--- config.mk ---
export PLATFORM = sky130hd
export DESIGN_NAME = mr_glue_top
export DESIGN_NICKNAME = d
export VERILOG_FILES = /design/src/hw/mr_glue_pkg.sv /design/src/hw/mr_status_ctrl.sv /design/src/hw/mr_crop_ctrl.sv /design/src/hw/mr_player_io.sv /design/src/hw/mr_glue_top.sv
export SDC_FILE = /design/constraint.sdc
export NUM_CORES = 1
export LEC_CHECK = 0
export BUFFER_PORTS_ARGS = -buffer_cell sky130_fd_sc_hd__buf_2
export CORE_AREA = 5 5 79 81
export DETAILED_ROUTE_END_ITERATION = 6
export DIE_AREA = 0 0 84 86
export GPL_ROUTABILITY_DRIVEN = 0
export PLACE_DENSITY_LB_ADDON = 0.25
export SKIP_LAST_GASP = 1
export SLEW_MARGIN = 20
export SYNTH_ARGS = -nofsm -noshare
export SYNTH_HDL_FRONTEND = slang
export SYNTH_SLANG_ARGS = --single-unit
export TNS_END_PERCENT = 10
--- constraint.sdc ---
create_clock -name clk_sys -period 0.8 [get_ports clk_sys]
set_input_delay 0.16 -clock clk_sys [delete_from_list [all_inputs] [get_ports clk_sys]]
set_output_delay 0.16 -clock clk_sys [all_outputs]
set_load 0.05 [all_outputs]
--- src/hw/mr_glue_pkg.sv ---
/* Shared layout of the OSD status word, bus widths and crop constants.
   Imported by every module of the settings and player-input glue. */
package mr_glue_pkg;

    localparam int STATUS_W = 64;
    localparam int MENU_W   = 16;

    // Status bit that enables the UART, also the low bit of user_mode
    localparam int UART_EN_BIT = 38;

    // Extension port
    localparam int            USER_W      = 7;
    localparam logic [6:0]    USER_IDLE   = 7'h7f;
    localparam int            UART_RX_BIT = 1;

    // PS/2 mouse packet from the HPS
    localparam int MOUSE_PKT_W = 25;
    localparam int MOUSE_D_W   = 9;
    localparam int MOUSE_F_W   = 8;

    // HDMI output geometry
    localparam int HDMI_DIM_W = 12;
    localparam int FULL_HD_W  = 1920;
    localparam int FULL_HD_H  = 1080;

    // Vertical crop for 1080p, offset is -16..+15 lines
    localparam int CROP_SIZE_W = 12;
    localparam int CROP_OFF_W  = 5;
    localparam int CROP_LINES  = 216;
    localparam int VCOPT_WRAP  = 6;
    localparam int VCOPT_BIAS  = 24;

    // user_mode value asking for a frame buffer flip
    localparam int FLIP_MODE = 2;

    // Field layout of the status word, MSB first
    typedef struct packed {
        logic [2:0]  rsvd_63;
        logic [3:0]  voffset;
        logic [3:0]  hoffset;
        logic [3:0]  hsize_scale;
        logic        hsize_en;
        logic [1:0]  crop_scale;
        logic [3:0]  vcopt;
        logic        crop_en;
        logic        rsvd_40;
        logic [1:0]  user_mode;
        logic        db15_en;
        logic [16:0] rsvd_36;
        logic        osd60;
        logic [12:0] rsvd_18;
        logic [2:0]  scan_fx;
        logic [2:0]  rsvd_2;
    } mr_status_fld_t;

    // Same word seen flat or by field
    typedef union packed {
        logic [STATUS_W-1:0] raw;
        mr_status_fld_t      fld;
    } mr_status_u;

endpackage

--- src/hw/mr_status_ctrl.sv ---
/* Splits the OSD status word into settings for the datapaths and
   builds the menu visibility mask returned to the HPS. */
`timescale 1ns/1ps

module mr_status_ctrl
    import mr_glue_pkg::*;
(
    input  logic              clk_sys,
    input  logic              rst_n,
    input  mr_status_u        status,
    input  logic [6:0]        core_mod,
    input  logic              direct_video,
    input  logic              crop_ok,

    output logic              crop_en,
    output logic [1:0]        crop_scale,
    output logic [3:0]        vcopt,
    output logic [2:0]        scan_fx,
    output logic              db15_en,
    output logic              uart_en,
    output logic              fb_flip,
    output logic [MENU_W-1:0] status_menumask
);

    logic hsize_en;
    logic flip_req;

    // Vertical crop settings
    assign crop_en    = status.fld.crop_en;
    assign crop_scale = status.fld.crop_scale;
    assign vcopt      = status.fld.vcopt;
    assign scan_fx    = status.fld.scan_fx;

    // Extension port mode
    assign db15_en = status.fld.db15_en;
    // UART shares bit 38 with user_mode, read flat here
    assign uart_en = status.raw[UART_EN_BIT];

    // Horizontal scaler enable, only shown in the menu
    assign hsize_en = status.fld.hsize_en;

    // A high bit hides the matching menu item
    assign status_menumask = {
        {(MENU_W-6){1'b0}},
        crop_ok,
        // Rotate options hidden in this build
        1'b1,
        // Scan FX always available without the 60 Hz option
        1'b1,
        ~hsize_en,
        // Flip option only for vertical games
        ~core_mod[0],
        direct_video
    };

    assign flip_req = (status.fld.user_mode == 2'(FLIP_MODE));

    always_ff @(posedge clk_sys or negedge rst_n) begin
        if (!rst_n) begin
            fb_flip <= 1'b0;
        end else begin
            fb_flip <= flip_req;
        end
    end

    // Upper mask bits are unused menu slots and must stay visible
    a_menu_upper_zero: assert property (
        @(posedge clk_sys) disable iff (!rst_n)
        status_menumask[MENU_W-1:6] == '0
    );

endmodule

--- src/hw/mr_crop_ctrl.sv ---
/* Vertical crop control for 1080p HDMI output. Decides if cropping is
   allowed and gives the crop size and line offset to the aspect scaler. */
`timescale 1ns/1ps

module mr_crop_ctrl
    import mr_glue_pkg::*;
(
    input  logic                   clk_sys,
    input  logic                   rst_n,
    input  logic [HDMI_DIM_W-1:0]  hdmi_width,
    input  logic [HDMI_DIM_W-1:0]  hdmi_height,
    input  logic [2:0]             scan_fx,
    input  logic                   force_scan2x,
    input  logic [1:0]             crop_scale,
    input  logic                   direct_video,
    input  logic [1:0]             rotate,
    input  logic                   crop_en,
    input  logic [3:0]             vcopt,

    output logic                   crop_ok,
    output logic [CROP_SIZE_W-1:0] crop_size,
    output logic [CROP_OFF_W-1:0]  crop_off
);

    logic                  full_hd;
    logic                  crop_allowed;
    logic [CROP_OFF_W-1:0] vcopt_x2;
    logic [CROP_OFF_W-1:0] off_next;

    assign full_hd = (hdmi_width  == HDMI_DIM_W'(FULL_HD_W)) &&
                     (hdmi_height == HDMI_DIM_W'(FULL_HD_H));

    // Scan FX, forced scan doubler, integer scaling, direct video and
    // rotation all rule out cropping
    assign crop_allowed = full_hd && (scan_fx == '0) && !force_scan2x &&
                          (crop_scale == '0) && !direct_video && !rotate[0];

    // Two lines per vcopt step, upper steps wrap to negative offsets
    assign vcopt_x2 = {vcopt, 1'b0};
    assign off_next = (vcopt < VCOPT_WRAP) ? vcopt_x2
                                           : vcopt_x2 - CROP_OFF_W'(VCOPT_BIAS);

    always_ff @(posedge clk_sys or negedge rst_n) begin
        if (!rst_n) begin
            crop_ok   <= 1'b0;
            crop_off  <= '0;
            crop_size <= '0;
        end else begin
            crop_ok  <= crop_allowed;
            crop_off <= off_next;
            // Uses the eligibility from the previous cycle
            crop_size <= (crop_ok && crop_en) ? CROP_SIZE_W'(CROP_LINES) : '0;
        end
    end

    a_size_values: assert property (
        @(posedge clk_sys) disable iff (!rst_n)
        (crop_size == '0) || (crop_size == CROP_SIZE_W'(CROP_LINES))
    );

    // No crop without eligibility seen one cycle before
    a_size_needs_ok: assert property (
        @(posedge clk_sys) disable iff (!rst_n)
        (crop_size != '0) |-> $past(crop_ok)
    );

endmodule

--- src/hw/mr_player_io.sv ---
/* Player input glue. Drives the extension port as DB15 joystick link,
   UART or idle, and decodes the PS/2 mouse packet from the HPS. */
`timescale 1ns/1ps

module mr_player_io
    import mr_glue_pkg::*;
(
    input  logic                   clk_sys,
    input  logic                   rst_n,
    input  logic                   db15_en,
    input  logic                   uart_en,
    input  logic [USER_W-1:0]      joy_out,
    input  logic                   cheat_tx,
    input  logic                   game_tx,
    input  logic [USER_W-1:0]      user_in,
    output logic [USER_W-1:0]      user_out,
    output logic                   game_rx,

    input  logic [MOUSE_PKT_W-1:0] ps2_mouse,
    output logic [MOUSE_D_W-1:0]   mouse_dx,
    output logic [MOUSE_D_W-1:0]   mouse_dy,
    output logic [MOUSE_F_W-1:0]   mouse_flags,
    output logic                   mouse_st
);

    logic [USER_W-1:0] user_next;
    logic              uart_tx;
    logic              mouse_tog;
    logic              mouse_tog_q;

    // Cheat engine and game UARTs share the TX line, either can pull low
    assign uart_tx = cheat_tx & game_tx;

    // DB15 first, then UART, otherwise all pins released high
    always_comb begin
        if (db15_en) begin
            user_next = joy_out;
        end else if (uart_en) begin
            user_next = {{(USER_W-1){1'b1}}, uart_tx};
        end else begin
            user_next = USER_IDLE;
        end
    end

    always_ff @(posedge clk_sys or negedge rst_n) begin
        if (!rst_n) begin
            user_out <= USER_IDLE;
        end else begin
            user_out <= user_next;
        end
    end

    // RX idles high when the UART is off
    assign game_rx = uart_en ? user_in[UART_RX_BIT] : 1'b1;

    // Packet: flags 7:0, dx 15:8, dy 23:16, toggle on top
    assign mouse_flags = ps2_mouse[MOUSE_F_W-1:0];
    assign mouse_tog   = ps2_mouse[MOUSE_PKT_W-1];

    // Sign bits for dx and dy live in flags 4 and 5
    assign mouse_dx = {mouse_flags[4], ps2_mouse[15:8]};
    assign mouse_dy = {mouse_flags[5], ps2_mouse[23:16]};

    always_ff @(posedge clk_sys or negedge rst_n) begin
        if (!rst_n) begin
            mouse_tog_q <= 1'b0;
        end else begin
            mouse_tog_q <= mouse_tog;
        end
    end

    // New packet strobe on every toggle change
    assign mouse_st = mouse_tog ^ mouse_tog_q;

    // One packet gives one strobe, a steady packet cannot strobe again
    a_mouse_st_single: assert property (
        @(posedge clk_sys) disable iff (!rst_n)
        mouse_st |=> !(mouse_st && $stable(ps2_mouse))
    );

endmodule

--- src/hw/mr_glue_top.sv ---
/* Top of the settings and player-input glue around the arcade core.
   Connects status decode, crop control and player I/O. */
`timescale 1ns/1ps

module mr_glue_top
    import mr_glue_pkg::*;
(
    input  logic                   clk_sys,
    input  logic                   rst_n,

    // Settings from the HPS
    input  logic [STATUS_W-1:0]    status,
    input  logic [6:0]             core_mod,
    input  logic                   direct_video,
    input  logic                   force_scan2x,
    input  logic [1:0]             rotate,
    input  logic [HDMI_DIM_W-1:0]  hdmi_width,
    input  logic [HDMI_DIM_W-1:0]  hdmi_height,

    // Extension port
    input  logic [USER_W-1:0]      joy_out,
    input  logic                   cheat_tx,
    input  logic                   game_tx,
    input  logic [USER_W-1:0]      user_in,

    input  logic [MOUSE_PKT_W-1:0] ps2_mouse,

    output logic [MENU_W-1:0]      status_menumask,
    output logic                   fb_flip,
    output logic [CROP_SIZE_W-1:0] crop_size,
    output logic [CROP_OFF_W-1:0]  crop_off,
    output logic [USER_W-1:0]      user_out,
    output logic                   game_rx,
    output logic [MOUSE_D_W-1:0]   mouse_dx,
    output logic [MOUSE_D_W-1:0]   mouse_dy,
    output logic [MOUSE_F_W-1:0]   mouse_flags,
    output logic                   mouse_st
);

    mr_status_u status_u;

    logic       crop_en;
    logic [1:0] crop_scale;
    logic [3:0] vcopt;
    logic [2:0] scan_fx;
    logic       db15_en;
    logic       uart_en;
    logic       crop_ok;

    assign status_u.raw = status;

    mr_status_ctrl i_status_ctrl (
        .clk_sys         ( clk_sys         ),
        .rst_n           ( rst_n           ),
        .status          ( status_u        ),
        .core_mod        ( core_mod        ),
        .direct_video    ( direct_video    ),
        .crop_ok         ( crop_ok         ),
        .crop_en         ( crop_en         ),
        .crop_scale      ( crop_scale      ),
        .vcopt           ( vcopt           ),
        .scan_fx         ( scan_fx         ),
        .db15_en         ( db15_en         ),
        .uart_en         ( uart_en         ),
        .fb_flip         ( fb_flip         ),
        .status_menumask ( status_menumask )
    );

    mr_crop_ctrl i_crop_ctrl (
        .clk_sys      ( clk_sys      ),
        .rst_n        ( rst_n        ),
        .hdmi_width   ( hdmi_width   ),
        .hdmi_height  ( hdmi_height  ),
        .scan_fx      ( scan_fx      ),
        .force_scan2x ( force_scan2x ),
        .crop_scale   ( crop_scale   ),
        .direct_video ( direct_video ),
        .rotate       ( rotate       ),
        .crop_en      ( crop_en      ),
        .vcopt        ( vcopt        ),
        .crop_ok      ( crop_ok      ),
        .crop_size    ( crop_size    ),
        .crop_off     ( crop_off     )
    );

    mr_player_io i_player_io (
        .clk_sys     ( clk_sys     ),
        .rst_n       ( rst_n       ),
        .db15_en     ( db15_en     ),
        .uart_en     ( uart_en     ),
        .joy_out     ( joy_out     ),
        .cheat_tx    ( cheat_tx    ),
        .game_tx     ( game_tx     ),
        .user_in     ( user_in     ),
        .user_out    ( user_out    ),
        .game_rx     ( game_rx     ),
        .ps2_mouse   ( ps2_mouse   ),
        .mouse_dx    ( mouse_dx    ),
        .mouse_dy    ( mouse_dy    ),
        .mouse_flags ( mouse_flags ),
        .mouse_st    ( mouse_st    )
    );

endmodule

==> results.tsv, run 1 <==
stage	metric	value	unit
outcome	status	complete, but fails checks	
outcome	failing checks	negative setup slack	
cells_and_area	area growth from synthesis to layout	27.32	%
clock_network	Root Buffer	clkbuf_8	
clock_network	htree depth	1	
detailed_routing	Routed Antenna Nets	0	
cells_and_area	Inserted Diodes	0	
floorplan	core area	0.005405	mm^2
sta	Final Hold Viols	0	
sta	Layout Skew	0.00003922	ns
setup_path	Crit path arrival time	0.97	ns
power_and_ir_drop	switching power	762.5	uW
logic_synthesis	dominant synthesized flop cell	dfrtp_1	
cells_and_area	proportion of layout cells with a drive suffix above 1	61.84	%
clock_network	CTS Sinks	15	
detailed_routing	Starting DRT DRC Count	9	
floorplan	die area	0.007224	mm^2
logic_synthesis	synthesized cell area	998.5	um^2
clock_network	CTS Buf Count	3	
cells_and_area	post-layout util	23.52	%
clock_network	Reg clk slew, reported paths	0.06	ns
detailed_routing	DR WL/cell	11.59	um
power_and_ir_drop	switch share	35.89	%
floorplan	Die Width	84	um
floorplan	I/O Pins	211	
sta	fmax	881.9	MHz
detailed_routing	drt first pass iters	4	
cells_and_area	final instance area	0.001271	mm^2
power_and_ir_drop	combinational fraction of design power	33.8	%
logic_synthesis	Async SR Flop Fraction	100.0	%
clock_network	clock buffer depth	2	
sta	Tcrit/Tclk final	141.7	%
global_routing	largest net degree at the start of global routing	16	
power_and_ir_drop	peak supply drop	0.6322	mV
setup_path	CP endpoint kind	output pin	
cells_and_area	final net count	296	
floorplan	row count	27	
setup_path	Worst setup SP type	flop	
detailed_routing	drc violations	0	
job	maxcap violations	0	
logic_synthesis	Yosys top cell area share	39.10	%
logic_synthesis	synth top area cells	buf_4 (39%), dfrtp_1 (20%), dfstp_2 (18%), nand2b_1 (4.4%), nor4_1 (1.9%)	
logic_synthesis	Warnings, synthesis	0	
logic_synthesis	Post-synth EDFFs	0	
clock_network	CTS tree	built	
floorplan	Die Y	86	um
detailed_routing	detailed-route via count	744	
power_and_ir_drop	PD cells	1671	mW/mm^2
logic_synthesis	Synth top cells by count	buf_4 (52), dfrtp_1 (8), dfstp_2 (7), nand2b_1 (7)	
place	I/O Buffers	76	
power_and_ir_drop	Sequential Power Share	38.9	%
sta	Slew Viols, Final	0	
power_and_ir_drop	cell internal pwr	1362	uW
setup_path	critical path peak fanout	1	
logic_synthesis	Seq/Total Area, Yosys	38.47	%
detailed_routing	final WL	2.596	mm
power_and_ir_drop	P_leak	0.0006765	uW
sta	RSZ-0062 raised after global routing	true	
global_routing	Total Routing Usage GR	6.499	%
min_path	type of the worst min-delay path	primary input to flop	
place	Setup WS pre-CTS	-0.2691	ns
logic_synthesis	post-synth top area cell	buf_4	
global_routing	vias in the first global route	767	
place	DP Area	0.001192	mm^2
global_routing	remaining global-route overflow	0	
floorplan	initial core utilization	18.47	%
logic_synthesis	Mean Syn Cell Area	9.886	um^2
clock_network	setup bufs post-CTS	0	
place	HPWL after detailed placement	2.327	mm
clock_network	clk_lat worst skew	0.24	ns
global_routing	initial antenna violation count	0	
sta	fin worst setup slack	-0.3340	ns
setup_path	Critical Path RT	0.64	ns
setup_path	critical path class	flop to output pin	
power_and_ir_drop	share of power burned in the clock network	27.3	%
sta	Setup-failing EPs final	18	
global_routing	first-pass GRT wire length	3.801	mm
logic_synthesis	Synth Register Bits	15	
logic_synthesis	Mapped Cells	101	
sta	Final Critical Period	1.134	ns
logic_synthesis	most common cell in the netlist	buf_4	
logic_synthesis	Netlist cell types	21	
detailed_routing	Avg Vias per Cell	3.321	
## placed cells by master (no fill, tap or decap)
cell,instances
buf_2,68
conb_1,21
buf_4,10
nand2b_1,7
dfrtp_1,7
dfstp_2,7
nor4_1,3
nand2_1,3
inv_1,3
clkbuf_8,3
nor2_1,2
nand4_1,2
nor4b_1,2
a21oi_1,1
xnor2_1,1
nor4b_2,1
and4b_1,1
nor3_2,1
and2_1,1
xor2_4,1
nor2b_1,1
mux2_2,1
ha_1,1
clkbuf_1,1
dlygate4sd3_1,1
dfrtp_2,1
buf_6,1
## through the flow
step / hold slack, ns / cells / power (uW) / TNS, ns
detailed placement: 0.08231 / 219 / 1538 / -1.303
finish: 0.02586 / 224 / 2125 / -4.373
floorplan: -0.1356 / 120 / 1743 / -0.5252
global placement: 0.08251 / 219 / 1536 / -1.212
global route: 0.02055 / 224 / 2225 / -4.995
CTS: 0.01982 / 224 / 2162 / -4.594
## critical path, cell delays in order, from the launching register on
cell	delay, ns
dfrtp_1	0.42
xor2_4	0.16
buf_6	0.15
## power groups by stage
stage,Sequential (uW),Combinational [uW],Clock [uW]
2_1_floorplan,981,761,0
3_3_place_gp,837,699,0
3_5_place_dp,838,700,0
4_1_cts,827,724,611
5_1_grt,832,761,633
6_report,827,719,579
## what timing repair did
action / in CTS / in global routing
endpoints found under the hold margin: 8 / 0
cloned: 0 / 0
endpoints found under the setup margin: 19 / 19
hold buffers: 1 / 0
gates resized for setup: 9 / 0
## worst paths after layout
kind	startpoint	end	slack [ns]	depth (start not counted)
setup / recovery	i_player_io.mouse_tog_q	mouse_st	-0.33	2
hold / removal	status[42]	i_crop_ctrl.crop_off[1]	0.03	1
setup reg to reg	i_crop_ctrl.crop_ok	i_crop_ctrl.crop_size[6]	0.17	1
hold reg to reg	i_crop_ctrl.crop_ok	i_crop_ctrl.crop_size[6]	0.48	1
max in group asynchronous	rst_n	i_player_io.user_out[0]	0.15	2
min in group asynchronous	rst_n	i_crop_ctrl.crop_ok	0.36	2
## metal layers
metal	GRT usage, %	share of wire (%)	vias up
li1	-	-	348
met5	0	0	-
met3	1.729	13	24
met2	9.689	44	65
met4	4.825	5.6	0
met1	8.016	37	307
## cells by family after synthesis
group | count (synthesis) | share of synthesized area (%)
other | 2 | 0.7522
DFF | 15 | 38.47
and+or+nand+nor | 24 | 15.92
AOI/OAI and AO/OA | 1 | 0.5008
buffers and inverters | 55 | 40.23
adders and majority gates | 1 | 1.253
muxes | 1 | 1.128
xor gates and xnor gates | 2 | 1.755
## flip-flops by register name, indices dropped and copies added (netlist names)
register and flops:
i_crop_ctrl.crop_off 4, i_crop_ctrl.crop_size 1, i_crop_ctrl.crop_ok 1, i_player_io.user_out 7
i_status_ctrl.fb_flip 1, i_player_io.mouse_tog_q 1
## layout make-up
class                      count  area, um^2
fill                         601        4134
timing repair buffer          80       436.7
sequential                    15       385.4
multi-input combinational     50       302.8
tap                           72       90.09
clock buffer                   4       45.04
inverter                       3       11.26
No activity file was read; power rests on OpenSTA's default activity.
==> run 2: changes to the inputs <==
CORE_AREA = 2 2 83 85   (was 5 5 79 81)
DIE_AREA = 0 0 85 87   (was 0 0 84 86)
SLEW_MARGIN = default   (was 20)
==> run 2 against run 1 <==
Net effect: the flow still finishes with violations (negative setup slack); sequential share of layout area is 0.24 points lower; clock skew about the same; first-iteration DRC count is 22% lower; largest power group unchanged; highest routed layer unchanged.
==> results.tsv, run 2 (same netlist as run 1, synthesis figures left out) <==
stage	metric	value	unit
outcome	status	complete, but fails checks	
outcome	failing checks	negative setup slack	
detailed_routing	Routed Antenna Nets	0	
place	I/O Buffers	76	
clock_network	Reg clk slew, reported paths	0.06	ns
setup_path	R2R Path End	i_crop_ctrl.crop_size[6]	
setup_path	Slowest Stage Delay on Critical Path	0.42	ns
power_and_ir_drop	PD cells	1656	mW/mm^2
sta	Layout Skew	0.00006320	ns
cells_and_area	commonest cells after routing, fill and taps aside	buf_2 (68), conb_1 (21), buf_4 (10)	
clock_network	clock buffer depth	2	
clock_network	CTS tree	built	
floorplan	Die Width	85	um
clock_network	htree depth	1	
floorplan	Die Y	87	um
global_routing	Total Routing Usage GR	4.682	%
clock_network	clk_lat worst skew	0.24	ns
cells_and_area	largest register by flop count	i_player_io.user_out	
min_path	type of the worst min-delay path	primary input to flop	
cells_and_area	Inserted Diodes	0	
sta	Final Critical Period	1.128	ns
detailed_routing	drc violations	0	
place	DP Area	0.001202	mm^2
cells_and_area	commonest non-fill, non-tap cell in the layout	buf_2	
min_path	WHS Path Cells	1	
detailed_routing	drt first pass iters	2	
detailed_routing	Starting DRT DRC Count	7	
power_and_ir_drop	peak supply drop	0.8564	mV
detailed_routing	final WL	1.973	mm
sta	setup tns final	-4.364	ns
setup_path	critical path class	flop to output pin	
setup_path	critical path peak fanout	1	
cells_and_area	area growth from synthesis to layout	28.32	%
floorplan	initial core utilization	15.20	%
global_routing	first-pass GRT wire length	2.801	mm
global_routing	remaining global-route overflow	0	
floorplan	core area	0.006569	mm^2
cells_and_area	Largest regs	i_player_io.user_out: 7 flops, i_crop_ctrl.crop_off: 4 flops	
sta	fin worst setup slack	-0.3280	ns
setup_path	Crit path arrival time	0.97	ns
sta	Slew Viols, Final	0	
sta	Final Hold Viols	0	
setup_path	R2R Setup Slk	0.17	ns
cells_and_area	Post-Layout Cell Count	232	
setup_path	R2R depth	1	
min_path	worst min-delay path startpoint	status[42]	
setup_path	Cell Chain, Critical Path	xor2_4, buf_6	
floorplan	row count	30	
cells_and_area	max FFs per register	7	
setup_path	Crit. Startpoint	i_player_io.mouse_tog_q	
global_routing	initial antenna violation count	0	
clock_network	CTS Buf Count	3	
sta	Tcrit/Tclk final	141.0	%
power_and_ir_drop	Pwr Total	2122	uW
sta	fmax	886.5	MHz
floorplan	I/O Pins	211	
setup_path	Critical Path RT	0.64	ns
setup_path	Worst setup SP type	flop	
cells_and_area	final instance area	0.001281	mm^2
power_and_ir_drop	P_leak	0.0006765	uW
job	maxcap violations	0	
global_routing	vias in the first global route	648	
clock_network	CTS Sinks	15	
floorplan	die area	0.007395	mm^2
setup_path	CP endpoint kind	output pin	
detailed_routing	DR WL/cell	8.504	um
min_path	Hold Path Sink	i_crop_ctrl.crop_off[1]	
sta	Setup-failing EPs final	18	
sta	RSZ-0062 raised after global routing	true	
setup_path	Worst path slowest cell	dfrtp_1	
clock_network	Root Buffer	clkbuf_8	
cells_and_area	final net count	296	
detailed_routing	Avg Vias per Cell	3.216	
place	HPWL after detailed placement	1.735	mm
setup_path	worst r2r src	i_crop_ctrl.crop_ok	
detailed_routing	detailed-route via count	746	
cells_and_area	proportion of layout cells with a drive suffix above 1	61.84	%
global_routing	largest net degree at the start of global routing	16	
place	placed cells	227	
place	Setup WS pre-CTS	-0.1777	ns
-- run 2: cell counts in the layout (fill, tap and decap cells not counted) --
No cell type changed its count.
-- run 2: layer usage --
metal / GRT usage (%) / vias up / wire length [um]
li1: - / 350 / -
met1: 4.765 / 325 / 621
met2: 7.528 / 53 / 954
met3: 1.517 / 18 / 295
met4: 4.473 / 0 / 102
met5: 0 / - / 0
-- run 2: what timing repair did --
action / 4_1_cts / 5_1_grt
hold endpoints to repair: 8 / 0
hold buffers: 1 / 0
gates resized for setup: 9 / 0
pin swaps: 0 / 0
setup endpoints to repair: 18 / 18
setup buffers: 0 / 0
-- run 2: final cells by class --
| class | instances | area [um^2] |
|---|---|---|
| multi-input cells | 50 | 302.8 |
| repair buffers | 80 | 436.7 |
| well taps | 80 | 100.1 |
| inverters | 3 | 11.26 |
| flip-flops and latches | 15 | 385.4 |
| clock buffers | 4 | 45.04 |
| fillers | 726 | 5288 |
-- run 2: report_power, final --
group / switching [uW] / leakage (uW) / internal [uW]
registers: 12.9 / 0.000172 / 814
logic: 512 / 0.000481 / 197
clock network: 236 / 0.0000228 / 351
-- run 2: per-stage QoR --
stage / util, % / hold WS, ns
floorplan: - / -0.1356
global placement: 18.30 / 0.08142
detailed placement: 18.30 / 0.08438
CTS: 19.50 / 0.01885
global route: 19.50 / 0.01495
finish: 19.50 / 0.02527
-- run 2: how the worst max path moves through the flow --
stage                          endpoint  cells past startpoint  slack, ns
CTS                            mouse_st                      2      -0.35
floorplan                      mouse_st                      1      -0.11
global route                   mouse_st                      2      -0.39
detailed placement  i_crop_ctrl.crop_ok                      4      -0.18
finish                         mouse_st                      2      -0.33
global placement    i_crop_ctrl.crop_ok                      4      -0.16
-- run 2: critical path, delay by kind of cell, from the launching register on --
kind      cells  cell delay (ns)
buf+inv       1             0.15
xor+xnor      1             0.16
flops         1             0.42
